===== config.mk =====
export PLATFORM = sky130hd
export DESIGN_NAME = line_buffer_addr_gen
export DESIGN_NICKNAME = d
export VERILOG_FILES = /design/src/lb_addr_pkg.sv /design/src/lb_state_pkg.sv /design/src/uram_fill_ctrl.sv /design/src/row_read_ctrl.sv /design/src/steady_read_ctrl.sv /design/src/line_buffer_addr_gen.sv
export SDC_FILE = /design/constraint.sdc
export NUM_CORES = 1
export LEC_CHECK = 0
export ABC_AREA = 1
export BUFFER_PORTS_ARGS = -buffer_cell sky130_fd_sc_hd__buf_2
export CORE_MARGIN = 8
export CORE_UTILIZATION = 30
export CTS_CLUSTER_DIAMETER = 120
export DETAILED_ROUTE_END_ITERATION = 12
export MAX_ROUTING_LAYER = met4
export PLACE_DENSITY = 0.44
export SYNTH_ARGS = -nofsm -noshare
export SYNTH_HDL_FRONTEND = slang
export SYNTH_SLANG_ARGS = --single-unit

===== constraint.sdc =====
create_clock -name clk -period 1.8 [get_ports clk]
set_input_delay 0.09 -clock clk [delete_from_list [all_inputs] [get_ports clk]]
set_output_delay 0.09 -clock clk [all_outputs]
set_load 0.005 [all_outputs]

===== src/lb_addr_pkg.sv =====
`default_nettype none

package lb_addr_pkg;

    // frame geometry
    localparam int IMG_W       = 4;
    localparam int ROW_COUNT   = 3;
    localparam int WORD_STRIDE = 16;

    localparam int URAM_A_W = 23;
    localparam int BRAM_A_W = 14;

    typedef logic [URAM_A_W-1:0] uram_addr_t;
    typedef logic [BRAM_A_W-1:0] bram_addr_t;

    // row buffer addresses wrap to zero after this one
    localparam bram_addr_t ROW_LAST_ADDR = bram_addr_t'(WORD_STRIDE * (IMG_W - 1));

    // pipeline latencies in clock cycles
    localparam int B1_WR_DELAY   = 5;
    localparam int ROW1_RD_DELAY = 5;
    localparam int ROW2_RD_DELAY = 8;
    localparam int FWD_DELAY     = 2;

    function automatic bram_addr_t row_addr_step(input bram_addr_t addr);
        if (addr == ROW_LAST_ADDR) begin
            return '0;
        end
        return addr + bram_addr_t'(WORD_STRIDE);
    endfunction

endpackage

`default_nettype wire


===== src/lb_state_pkg.sv =====
`default_nettype none

package lb_state_pkg;

    // URAM fill sequencer
    typedef enum logic [2:0] {
        FILL_RESET = 3'd0,
        FILL_INIT  = 3'd1,
        FILL_ROW0  = 3'd2,
        FILL_ROW1  = 3'd3,
        FILL_ROW2  = 3'd4,
        FILL_DONE  = 3'd5
    } fill_state_t;

    // initial read of one row buffer
    typedef enum logic [1:0] {
        ROW_RESET = 2'd0,
        ROW_WAIT  = 2'd1,
        ROW_READ  = 2'd2,
        ROW_DONE  = 2'd3
    } row_state_t;

endpackage

`default_nettype wire


===== src/uram_fill_ctrl.sv =====
`default_nettype none
`timescale 1ns/1ps

module uram_fill_ctrl (
    input  logic                    clk,
    input  logic                    rst,
    input  logic                    stream_rd,
    output lb_addr_pkg::uram_addr_t uram_rd_addr,
    output lb_addr_pkg::bram_addr_t b1_wr_addr,
    output logic                    b1_wr_en,
    output logic                    row1_fill_rd,
    output logic                    row2_fill_rd
);
    import lb_addr_pkg::*;
    import lb_state_pkg::*;

    fill_state_t state;
    fill_state_t next_state;
    logic        fill_rd;
    logic        uram_rd_en;
    bram_addr_t  b1_addr_cnt;
    bram_addr_t  b1_addr_pipe [B1_WR_DELAY];
    logic        b1_en_pipe   [B1_WR_DELAY];

    // URAM address of the last word of a row
    function automatic uram_addr_t row_end(input int unsigned row);
        return uram_addr_t'(WORD_STRIDE * ((row + 1) * IMG_W - 1));
    endfunction

    always_ff @(posedge clk) begin
        if (rst) begin
            state <= FILL_RESET;
        end else begin
            state <= next_state;
        end
    end

    always_comb begin
        next_state = state;
        case (state)
            FILL_RESET: next_state = FILL_INIT;
            FILL_INIT:  next_state = FILL_ROW0;
            FILL_ROW0: begin
                if (uram_rd_addr == row_end(0)) begin
                    next_state = FILL_ROW1;
                end
            end
            FILL_ROW1: begin
                if (uram_rd_addr == row_end(1)) begin
                    next_state = FILL_ROW2;
                end
            end
            FILL_ROW2: begin
                if (uram_rd_addr == row_end(ROW_COUNT - 1)) begin
                    next_state = FILL_DONE;
                end
            end
            FILL_DONE:  next_state = FILL_DONE;
            default:    next_state = FILL_RESET;
        endcase
    end

    // flags follow the next state so they line up with the address
    always_ff @(posedge clk) begin
        if (rst) begin
            fill_rd      <= 1'b0;
            row1_fill_rd <= 1'b0;
            row2_fill_rd <= 1'b0;
        end else begin
            fill_rd      <= next_state inside {FILL_ROW0, FILL_ROW1, FILL_ROW2};
            row1_fill_rd <= next_state inside {FILL_ROW0, FILL_ROW1};
            row2_fill_rd <= (next_state == FILL_ROW0);
        end
    end

    assign uram_rd_en = fill_rd || stream_rd;

    always_ff @(posedge clk) begin
        if (rst || state == FILL_INIT) begin
            uram_rd_addr <= '0;
        end else if (uram_rd_en) begin
            uram_rd_addr <= uram_rd_addr + uram_addr_t'(WORD_STRIDE);
        end
    end

    // BRAM1 write address, one row long
    always_ff @(posedge clk) begin
        if (rst) begin
            b1_addr_cnt <= '0;
        end else if (uram_rd_en) begin
            b1_addr_cnt <= row_addr_step(b1_addr_cnt);
        end
    end

    // match the URAM read latency plus data register
    always_ff @(posedge clk) begin
        if (rst) begin
            for (int i = 0; i < B1_WR_DELAY; i++) begin
                b1_addr_pipe[i] <= '0;
                b1_en_pipe[i]   <= 1'b0;
            end
        end else begin
            b1_addr_pipe[0] <= b1_addr_cnt;
            b1_en_pipe[0]   <= uram_rd_en;
            for (int i = 1; i < B1_WR_DELAY; i++) begin
                b1_addr_pipe[i] <= b1_addr_pipe[i-1];
                b1_en_pipe[i]   <= b1_en_pipe[i-1];
            end
        end
    end

    assign b1_wr_addr = b1_addr_pipe[B1_WR_DELAY-1];
    assign b1_wr_en   = b1_en_pipe[B1_WR_DELAY-1];

endmodule

`default_nettype wire


===== src/row_read_ctrl.sv =====
`default_nettype none
`timescale 1ns/1ps

module row_read_ctrl #(
    parameter int FILL_DELAY = lb_addr_pkg::ROW1_RD_DELAY
) (
    input  logic                    clk,
    input  logic                    rst,
    input  logic                    fill_rd,
    input  logic                    shift_rd,
    output lb_addr_pkg::bram_addr_t rd_addr,
    output lb_addr_pkg::bram_addr_t next_wr_addr,
    output logic                    next_wr_en,
    output logic                    done
);
    import lb_addr_pkg::*;
    import lb_state_pkg::*;

    row_state_t state;
    row_state_t next_state;
    logic       fill_pipe [FILL_DELAY];
    logic       fill_dly;
    logic       rd_en;
    bram_addr_t fwd_addr_pipe [FWD_DELAY];
    logic       fwd_en_pipe   [FWD_DELAY];

    // several fill reads are in flight at once
    always_ff @(posedge clk) begin
        if (rst) begin
            for (int i = 0; i < FILL_DELAY; i++) begin
                fill_pipe[i] <= 1'b0;
            end
        end else begin
            fill_pipe[0] <= fill_rd;
            for (int i = 1; i < FILL_DELAY; i++) begin
                fill_pipe[i] <= fill_pipe[i-1];
            end
        end
    end

    assign fill_dly = fill_pipe[FILL_DELAY-1];
    assign rd_en    = fill_dly || shift_rd;

    always_ff @(posedge clk) begin
        if (rst) begin
            state <= ROW_RESET;
        end else begin
            state <= next_state;
        end
    end

    always_comb begin
        next_state = state;
        case (state)
            ROW_RESET: next_state = ROW_WAIT;
            ROW_WAIT: begin
                if (fill_dly) begin
                    next_state = ROW_READ;
                end
            end
            ROW_READ: begin
                if (!fill_dly) begin
                    next_state = ROW_DONE;
                end
            end
            default:   next_state = ROW_DONE;
        endcase
    end

    assign done = (state == ROW_DONE);

    always_ff @(posedge clk) begin
        if (rst) begin
            rd_addr <= '0;
        end else if (rd_en) begin
            rd_addr <= row_addr_step(rd_addr);
        end
    end

    // read data reaches the next buffer after FWD_DELAY cycles
    always_ff @(posedge clk) begin
        if (rst) begin
            for (int i = 0; i < FWD_DELAY; i++) begin
                fwd_addr_pipe[i] <= '0;
                fwd_en_pipe[i]   <= 1'b0;
            end
        end else begin
            fwd_addr_pipe[0] <= rd_addr;
            fwd_en_pipe[0]   <= rd_en;
            for (int i = 1; i < FWD_DELAY; i++) begin
                fwd_addr_pipe[i] <= fwd_addr_pipe[i-1];
                fwd_en_pipe[i]   <= fwd_en_pipe[i-1];
            end
        end
    end

    assign next_wr_addr = fwd_addr_pipe[FWD_DELAY-1];
    assign next_wr_en   = fwd_en_pipe[FWD_DELAY-1];

endmodule

`default_nettype wire


===== src/steady_read_ctrl.sv =====
`default_nettype none
`timescale 1ns/1ps

module steady_read_ctrl (
    input  logic                    clk,
    input  logic                    rst,
    input  logic                    stream_rd,
    input  logic                    row1_done,
    input  logic                    row2_done,
    output logic                    shift_rd,
    output lb_addr_pkg::bram_addr_t b3_rd_addr,
    output logic                    init_done
);
    import lb_addr_pkg::*;

    // one register on the request path
    always_ff @(posedge clk) begin
        if (rst) begin
            shift_rd <= 1'b0;
        end else begin
            shift_rd <= stream_rd;
        end
    end

    // BRAM3 is only read in steady state
    always_ff @(posedge clk) begin
        if (rst) begin
            b3_rd_addr <= '0;
        end else if (shift_rd) begin
            b3_rd_addr <= row_addr_step(b3_rd_addr);
        end
    end

    // both controllers hold ROW_DONE until reset
    assign init_done = row1_done && row2_done;

endmodule

`default_nettype wire


===== src/line_buffer_addr_gen.sv =====
`default_nettype none
`timescale 1ns/1ps

module line_buffer_addr_gen (
    input  logic                    clk,
    input  logic                    rst,
    input  logic                    stream_rd,
    output lb_addr_pkg::uram_addr_t uram_rd_addr,
    output lb_addr_pkg::bram_addr_t b1_wr_addr,
    output logic                    b1_wr_en,
    output lb_addr_pkg::bram_addr_t b2_wr_addr,
    output logic                    b2_wr_en,
    output lb_addr_pkg::bram_addr_t b3_wr_addr,
    output logic                    b3_wr_en,
    output lb_addr_pkg::bram_addr_t b1_rd_addr,
    output lb_addr_pkg::bram_addr_t b2_rd_addr,
    output lb_addr_pkg::bram_addr_t b3_rd_addr,
    output logic                    init_done
);
    import lb_addr_pkg::*;

    logic row1_fill_rd;
    logic row2_fill_rd;
    logic shift_rd;
    logic row1_done;
    logic row2_done;

    uram_fill_ctrl u_fill (
        .clk          (clk),
        .rst          (rst),
        .stream_rd    (stream_rd),
        .uram_rd_addr (uram_rd_addr),
        .b1_wr_addr   (b1_wr_addr),
        .b1_wr_en     (b1_wr_en),
        .row1_fill_rd (row1_fill_rd),
        .row2_fill_rd (row2_fill_rd)
    );

    // BRAM1 read, BRAM2 write
    row_read_ctrl #(
        .FILL_DELAY (ROW1_RD_DELAY)
    ) u_row1 (
        .clk          (clk),
        .rst          (rst),
        .fill_rd      (row1_fill_rd),
        .shift_rd     (shift_rd),
        .rd_addr      (b1_rd_addr),
        .next_wr_addr (b2_wr_addr),
        .next_wr_en   (b2_wr_en),
        .done         (row1_done)
    );

    // BRAM2 read, BRAM3 write
    row_read_ctrl #(
        .FILL_DELAY (ROW2_RD_DELAY)
    ) u_row2 (
        .clk          (clk),
        .rst          (rst),
        .fill_rd      (row2_fill_rd),
        .shift_rd     (shift_rd),
        .rd_addr      (b2_rd_addr),
        .next_wr_addr (b3_wr_addr),
        .next_wr_en   (b3_wr_en),
        .done         (row2_done)
    );

    steady_read_ctrl u_steady (
        .clk        (clk),
        .rst        (rst),
        .stream_rd  (stream_rd),
        .row1_done  (row1_done),
        .row2_done  (row2_done),
        .shift_rd   (shift_rd),
        .b3_rd_addr (b3_rd_addr),
        .init_done  (init_done)
    );

endmodule

`default_nettype wire


# Yosys cells after proc, flatten, opt, wreduce, memory -nomap -nowiden
# Memory sizes are Yosys's and may differ from the RTL's.
# Cells that the tools add are included.
[totals]
register_bits = 90
ram_bits = 148
inputBits = 3
out_inout_bits = 111
wordCells = 157
n_memories = 8
[mem_list]
columns = ["memory", "depth", "word_bits", "rd", "rd_ports_with_merged_regs", "wr", "line_no", "source"]
rows = [
  ["u_fill.b1_addr_pipe", 5, 14, 5, 0, 5, "uram_fill_ctrl.sv:22", "bram_addr_t b1_addr_pipe [B1_WR_DELAY];"],
  ["u_row1.fwd_addr_pipe", 2, 14, 2, 0, 2, "row_read_ctrl.sv:24", "bram_addr_t fwd_addr_pipe [FWD_DELAY];"],
  ["u_row2.fwd_addr_pipe", 2, 14, 2, 0, 2, "row_read_ctrl.sv:24", ""],
  ["u_row2.fill_pipe", 8, 1, 8, 0, 8, "row_read_ctrl.sv:21", "logic fill_pipe [FILL_DELAY];"],
  ["u_fill.b1_en_pipe", 5, 1, 5, 0, 5, "uram_fill_ctrl.sv:23", "logic b1_en_pipe [B1_WR_DELAY];"],
  ["u_row1.fill_pipe", 5, 1, 5, 0, 5, "row_read_ctrl.sv:21", ""],
  ["+2 memories", "--", "--", "--", "--", "--", "--", ""],
]
[op_classes]
addsub = 5
eq_ne = 25
mux = 64
n_bitwise = 31
n_reduce_logical = 12
[ops]
columns = ["op", "count"]
rows = [
  ["two-way mux 14 bit", 17],
  ["adder 14 x 5 -> 14 bit, second input constant", 4],
  ["== test 14 x 6 -> 1 bit, second input constant", 4],
  ["two-way mux 1 bit", 37],
  ["OR 1 bit", 31],
  ["adder 23 x 5 -> 23 bit, second input constant", 1],
  ["== test 23 x 6 -> 1 bit, second input constant", 1],
  ["== test 23 x 7 -> 1 bit, second input constant", 1],
  ["== test 23 x 8 -> 1 bit, second input constant", 1],
  ["one-hot mux 3 bit (6 select lines)", 1],
  ["== test 3 x 2 -> 1 bit, second input constant", 4],
  ["one-hot mux 2 bit (3 select lines)", 2],
  ["== test 3 bit, second input constant", 3],
  ["two-way mux 3 bit", 3],
  ["== test 2 bit, second input constant", 4],
  ["two-way mux 2 bit", 4],
  ["== test 2 x 1 -> 1 bit, second input constant", 2],
  ["zero test 2 bit", 2],
  ["logical OR 1 bit", 4],
  ["!= test 2 x 1 -> 1 bit, second input constant", 2],
  ["!= test 2 bit, second input constant", 2],
  ["AND reduction 2 bit", 2],
  ["== test 3 x 1 -> 1 bit, second input constant", 1],
  ["zero test 3 bit", 1],
  ["other kinds (3)", 3],
]

# Logic depth before layout (Yosys ltp)
[depth]
ltp_word = 5
ltp_mapped = 10
depth_no_buf = 9

# Cells and area by module
# From an unflattened synthesis, not the netlist that was laid out.
[unflattened]
cells_unflattened = 919
area_unflattened_um2 = 7111.8
[by_module_without_submodules]
columns = ["mod", "instances", "cells_each", "area_per_inst_um2"]
rows = [
  ["uram_fill_ctrl", 1, 449, 3448.3],
  ["row_read_ctrl at u_row2", 1, 194, 1566.5],
  ["row_read_ctrl at u_row1", 1, 188, 1492.7],
  ["steady_read_ctrl", 1, 88, 604.3],
]

# Worst setup path before layout
# OpenSTA, ideal clock, no wires.
[synth_path]
path_kind = "register -> register"
start = "register u_fill.uram_rd_addr[4]"
end = "register u_fill.uram_rd_addr[10]"
setup_ns = 0.070
t_arrival_ns = 1.368
required_time_ns = 1.730
setup_slack_ns = 0.362
path_stages_with_launch = 9
period_less_slack_ns = 1.438
cell_sequence = "dfxtp_1 -> ha_1 -> nand2_1 -> nor2_2 -> nand2_2 -> nor2_2 -> inv_1 -> or2_0 -> a21oi_1"
[synth_via]
elab_chain_cells = 1
[synth_lines]
columns = ["item", "line_no", "source"]
rows = [
  ["start, declared", "uram_fill_ctrl.sv:8", "output lb_addr_pkg::uram_addr_t uram_rd_addr,"],
  ["start signal, assigned", "uram_fill_ctrl.sv:82", "uram_rd_addr <= uram_rd_addr + uram_addr_t'(WORD_STRIDE);"],
  ["adder 23 x 5 -> 23 bit", "uram_fill_ctrl.sv:82", ""],
]
# Every way passes these cells.
# A chain may end at the register's enable or synchronous reset.

# Worst setup path after layout
[layout_path]
start = "register u_fill.uram_rd_addr[5]"
end = "register u_fill.uram_rd_addr[10]"
# The elaborated chain is that of the path after synthesis.

==> results.md <==
* F_max at 632 MHz
* Number of setup violations in the final report at 0
* DP HPWL at 10,100 um
* Met3 capacity usage during global routing at 3.12%
* Core Region at ~23,000 um2
* Longest Clk Path Bufs at 2
* DRC Markers at 0
* Non-filler cells, final at 1,314
* Routed len/inst at 10.4 um
* Io pins at 114
* Drt pass-1 iters at 4
* Synth Area in Compound Gates at approximately 4.3%
* Largest family of logic cells by synthesized area: simple AND/OR/NAND/NOR gates
* Clock sinks at 182
* Root buf cell: clkbuf_16
* Clk Latency, worst-skew pair at approximately 420 ps
* Global Route met1 Usage at ~13%
* Die area at 28,500 um2
* Worst vdd ir at 0.525 mV
* Outcome: finished clean
* Area after DPL at 7560 um2
* Final ANT Viol Nets at 0
* Ant diodes at 0
* Worst hold path class: in2reg
* Fin area at 8160 um2
* Synth cell types at 38
* Max-cap viol count at 0
* Unrepaired setup endpoints after global routing: no
* Max-slew headroom at 63.4%
* Layer with the highest usage: met2
* Vias in the first global route at approximately 4.7k
* Most frequent cells in the layout: 196 x nor2_1, 182 x dfxtp_1, 162 x inv_1
* Met2 usage at 15.6%
* Initial Util at 30.2%
* CP Data Required Time at 2150 ps
* Vias at 5,108
* Commonest non-fill, non-tap cell in the layout: nor2_1
* Initial drt markers at 185
* Largest net degree at the start of global routing at 29
* Cells after Synth at 909
* Total clock buffers created by CTS at 17
* CP Class: reg2reg
* Area grow syn2layout at 16.5%
* Mux contribution to synthesized area at 0%
* Initial antenna violation count at 0
* Period utilization at 87.9%
* Crit end category: flip-flop
* Post-layout minimum cycle time at between 1500 and 2000 ps
* Post-CTS setup repair buffer count at 0
* Post-Syn Area at about 7000 um2
* #FFs+latches synth at 182
* Total congestion overflow at 0
* Worst-Margin Slew at 545 ps
* Synth Area in Adders at 1.07%
* # rows at 56
* DRT Wirelength at roughly 14,000 um
* H-tree levels at 4
* Count of buffers from port buffering at 85
* Routability cong. at 0.804
* Static Leakage at 0.00349 uW
* Final hold vios at 0
* Mean Syn Cell Area at 7.71 um2
* Post-Synth XOR/XNOR Area at 1.13%
* Synth Warn # at 0
* PD cells at 998 nW/um2
* Worst setup SP type: flip-flop
* Width of the die at 169 um
* Post-Place Cells at 1,281
* Register clock-pin slew on the reported worst setup and hold paths at 80 ps
* CTS tree: yes
* Slew Limit Fails at 0
* Share of layout cells above drive strength 1 at between 10% and 20%
* GR Util All Layers at 10.2%
* Post-synthesis sequential area ratio at 52.0%
* Drt via density at 3.89
* Skew final at 13.7 ps
* Arrival @ worst endpoint at between 1500 and 2000 ps
* Die H at 169 um
* Sum Neg Setup Slack at 0 ps
* Final nets at 991
* Synth Area in Simple Gates at 25.1%
* Critical Path Fanout Max at 7
* Global-route wire length before repair at between 20,000 and 25,000 um
==> sequential cells by signal, indices dropped and copies added, names as in the netlist, 2 cells and up <==
register / flops
u_fill.b1_addr_pipe: 50
u_row1.fwd_addr_pipe: 20
u_row2.fwd_addr_pipe: 20
u_fill.uram_rd_addr: 19
u_fill.b1_addr_cnt: 10
u_row1.rd_addr: 10
u_row2.rd_addr: 10
u_steady.b3_rd_addr: 10
u_row2.fill_pipe: 8
u_fill.b1_en_pipe: 5
u_row1.fill_pipe: 5
u_fill.state: 3
u_row1.fwd_en_pipe: 2
u_row1.state: 2
u_row2.fwd_en_pipe: 2
u_row2.state: 2
==> Yosys cell counts <==
library cell,n,area [um2]
nor2_1,196,736
dfxtp_1,182,3640
inv_1,162,608
nand2_1,113,424
buf_4,60,450
nand3_1,34,170
a21oi_1,33,165
nor3_1,25,125
nand4_1,17,106
clkbuf_1,15,56.3
o21ai_0,12,60.1
nor2_2,9,56.3
xor2_1,8,70.1
ha_1,6,75.1
nor3b_1,6,45.0
a31oi_1,3,18.8
nand2_2,3,18.8
buf_2,2,10.0
nor3_2,2,20.0
o22a_1,2,17.5
or2_0,2,12.5
a211oi_1,1,7.51
a21oi_2,1,8.76
and2_1,1,6.26
buf_1,1,3.75
buf_6,1,11.3
clkinv_1,1,3.75
conb_1,1,3.75
inv_2,1,3.75
nand2b_1,1,6.26
nand3b_1,1,7.51
nor2_4,1,11.3
nor4_1,1,6.26
o21ai_1,1,5.00
o221ai_1,1,8.76
o22ai_1,1,6.26
or2_2,1,6.26
xnor2_1,1,8.76
==> path summary, 6_finish.rpt <==
check	from	to	slack [ps]	depth (start not counted)
max reg2reg	u_fill.uram_rd_addr[5]	u_fill.uram_rd_addr[10]	220	8
min	rst	u_row2.rd_addr[9]	40	2
min reg2reg	u_row1.fill_pipe[0][0]	u_row1.fill_pipe[0][1]	400	2
max	u_fill.uram_rd_addr[5]	u_fill.uram_rd_addr[10]	220	8
==> layer usage <==
layer,wire length (um),share of wire [%]
met2,6150,45
met3,677,4.9
met1,6770,49
met4,133,0.97
met5,0,0
==> cell families (layout without fill, tap and decap cells) <==
group	Yosys count	count (layout)
xor gates and xnor gates	9	9
and+or+nand+nor	413	413
adders and majority gates	6	6
buffers and inverters	243	302
AOI/OAI and AO/OA	55	55
DFF	182	182
other	1	28
==> timing repair <==
item | 4_1_cts | 5_1_grt
endpoints found under the setup margin | 0 | 1
resized for setup | 0 | 1
endpoints found under the hold margin | 1 | 0
hold buffers | 1 | 0
==> metrics by stage <==
step | utilization (%) | setup slack [ps] | power, uW | hold WS [ps]
2_1_floorplan | - | 362 | 4550 | 197
3_3_place_gp | 32.6 | 232 | 4660 | 340
3_5_place_dp | 32.6 | 193 | 4650 | 345
4_1_cts | 35.2 | 173 | 8310 | 33.9
5_1_grt | 35.2 | 82.3 | 8510 | 54.0
6_report | 35.2 | 218 | 8140 | 44.6
==> area by class of cell <==
type,instances,area (um2)
Clock inverter,15,155
Tap cell,319,399
Fill cell,2456,15000
Inverter,164,616
Sequential cell,182,3640
Timing Repair Buffer,106,601
Multi-Input combinational cell,511,2320
Clock buffer,17,425
==> where the power goes <==
part	leakage [uW]	total, uW	switching, uW	internal [uW]
clock network	0.000279	3590	1730	1850
registers	0.00147	4170	56.4	4110
logic	0.00174	388	258	130
total	0.00349	8140	2050	6090
==> critical path: stages, from the launching register on <==
cell,delay (ps)
dfxtp_1,420
ha_2,300
nand2_1,80
nor2_2,170
nand2_2,90
nor2_2,110
inv_1,50
or2_0,190
a21oi_1,110
Power figures use the tool's default switching activity.
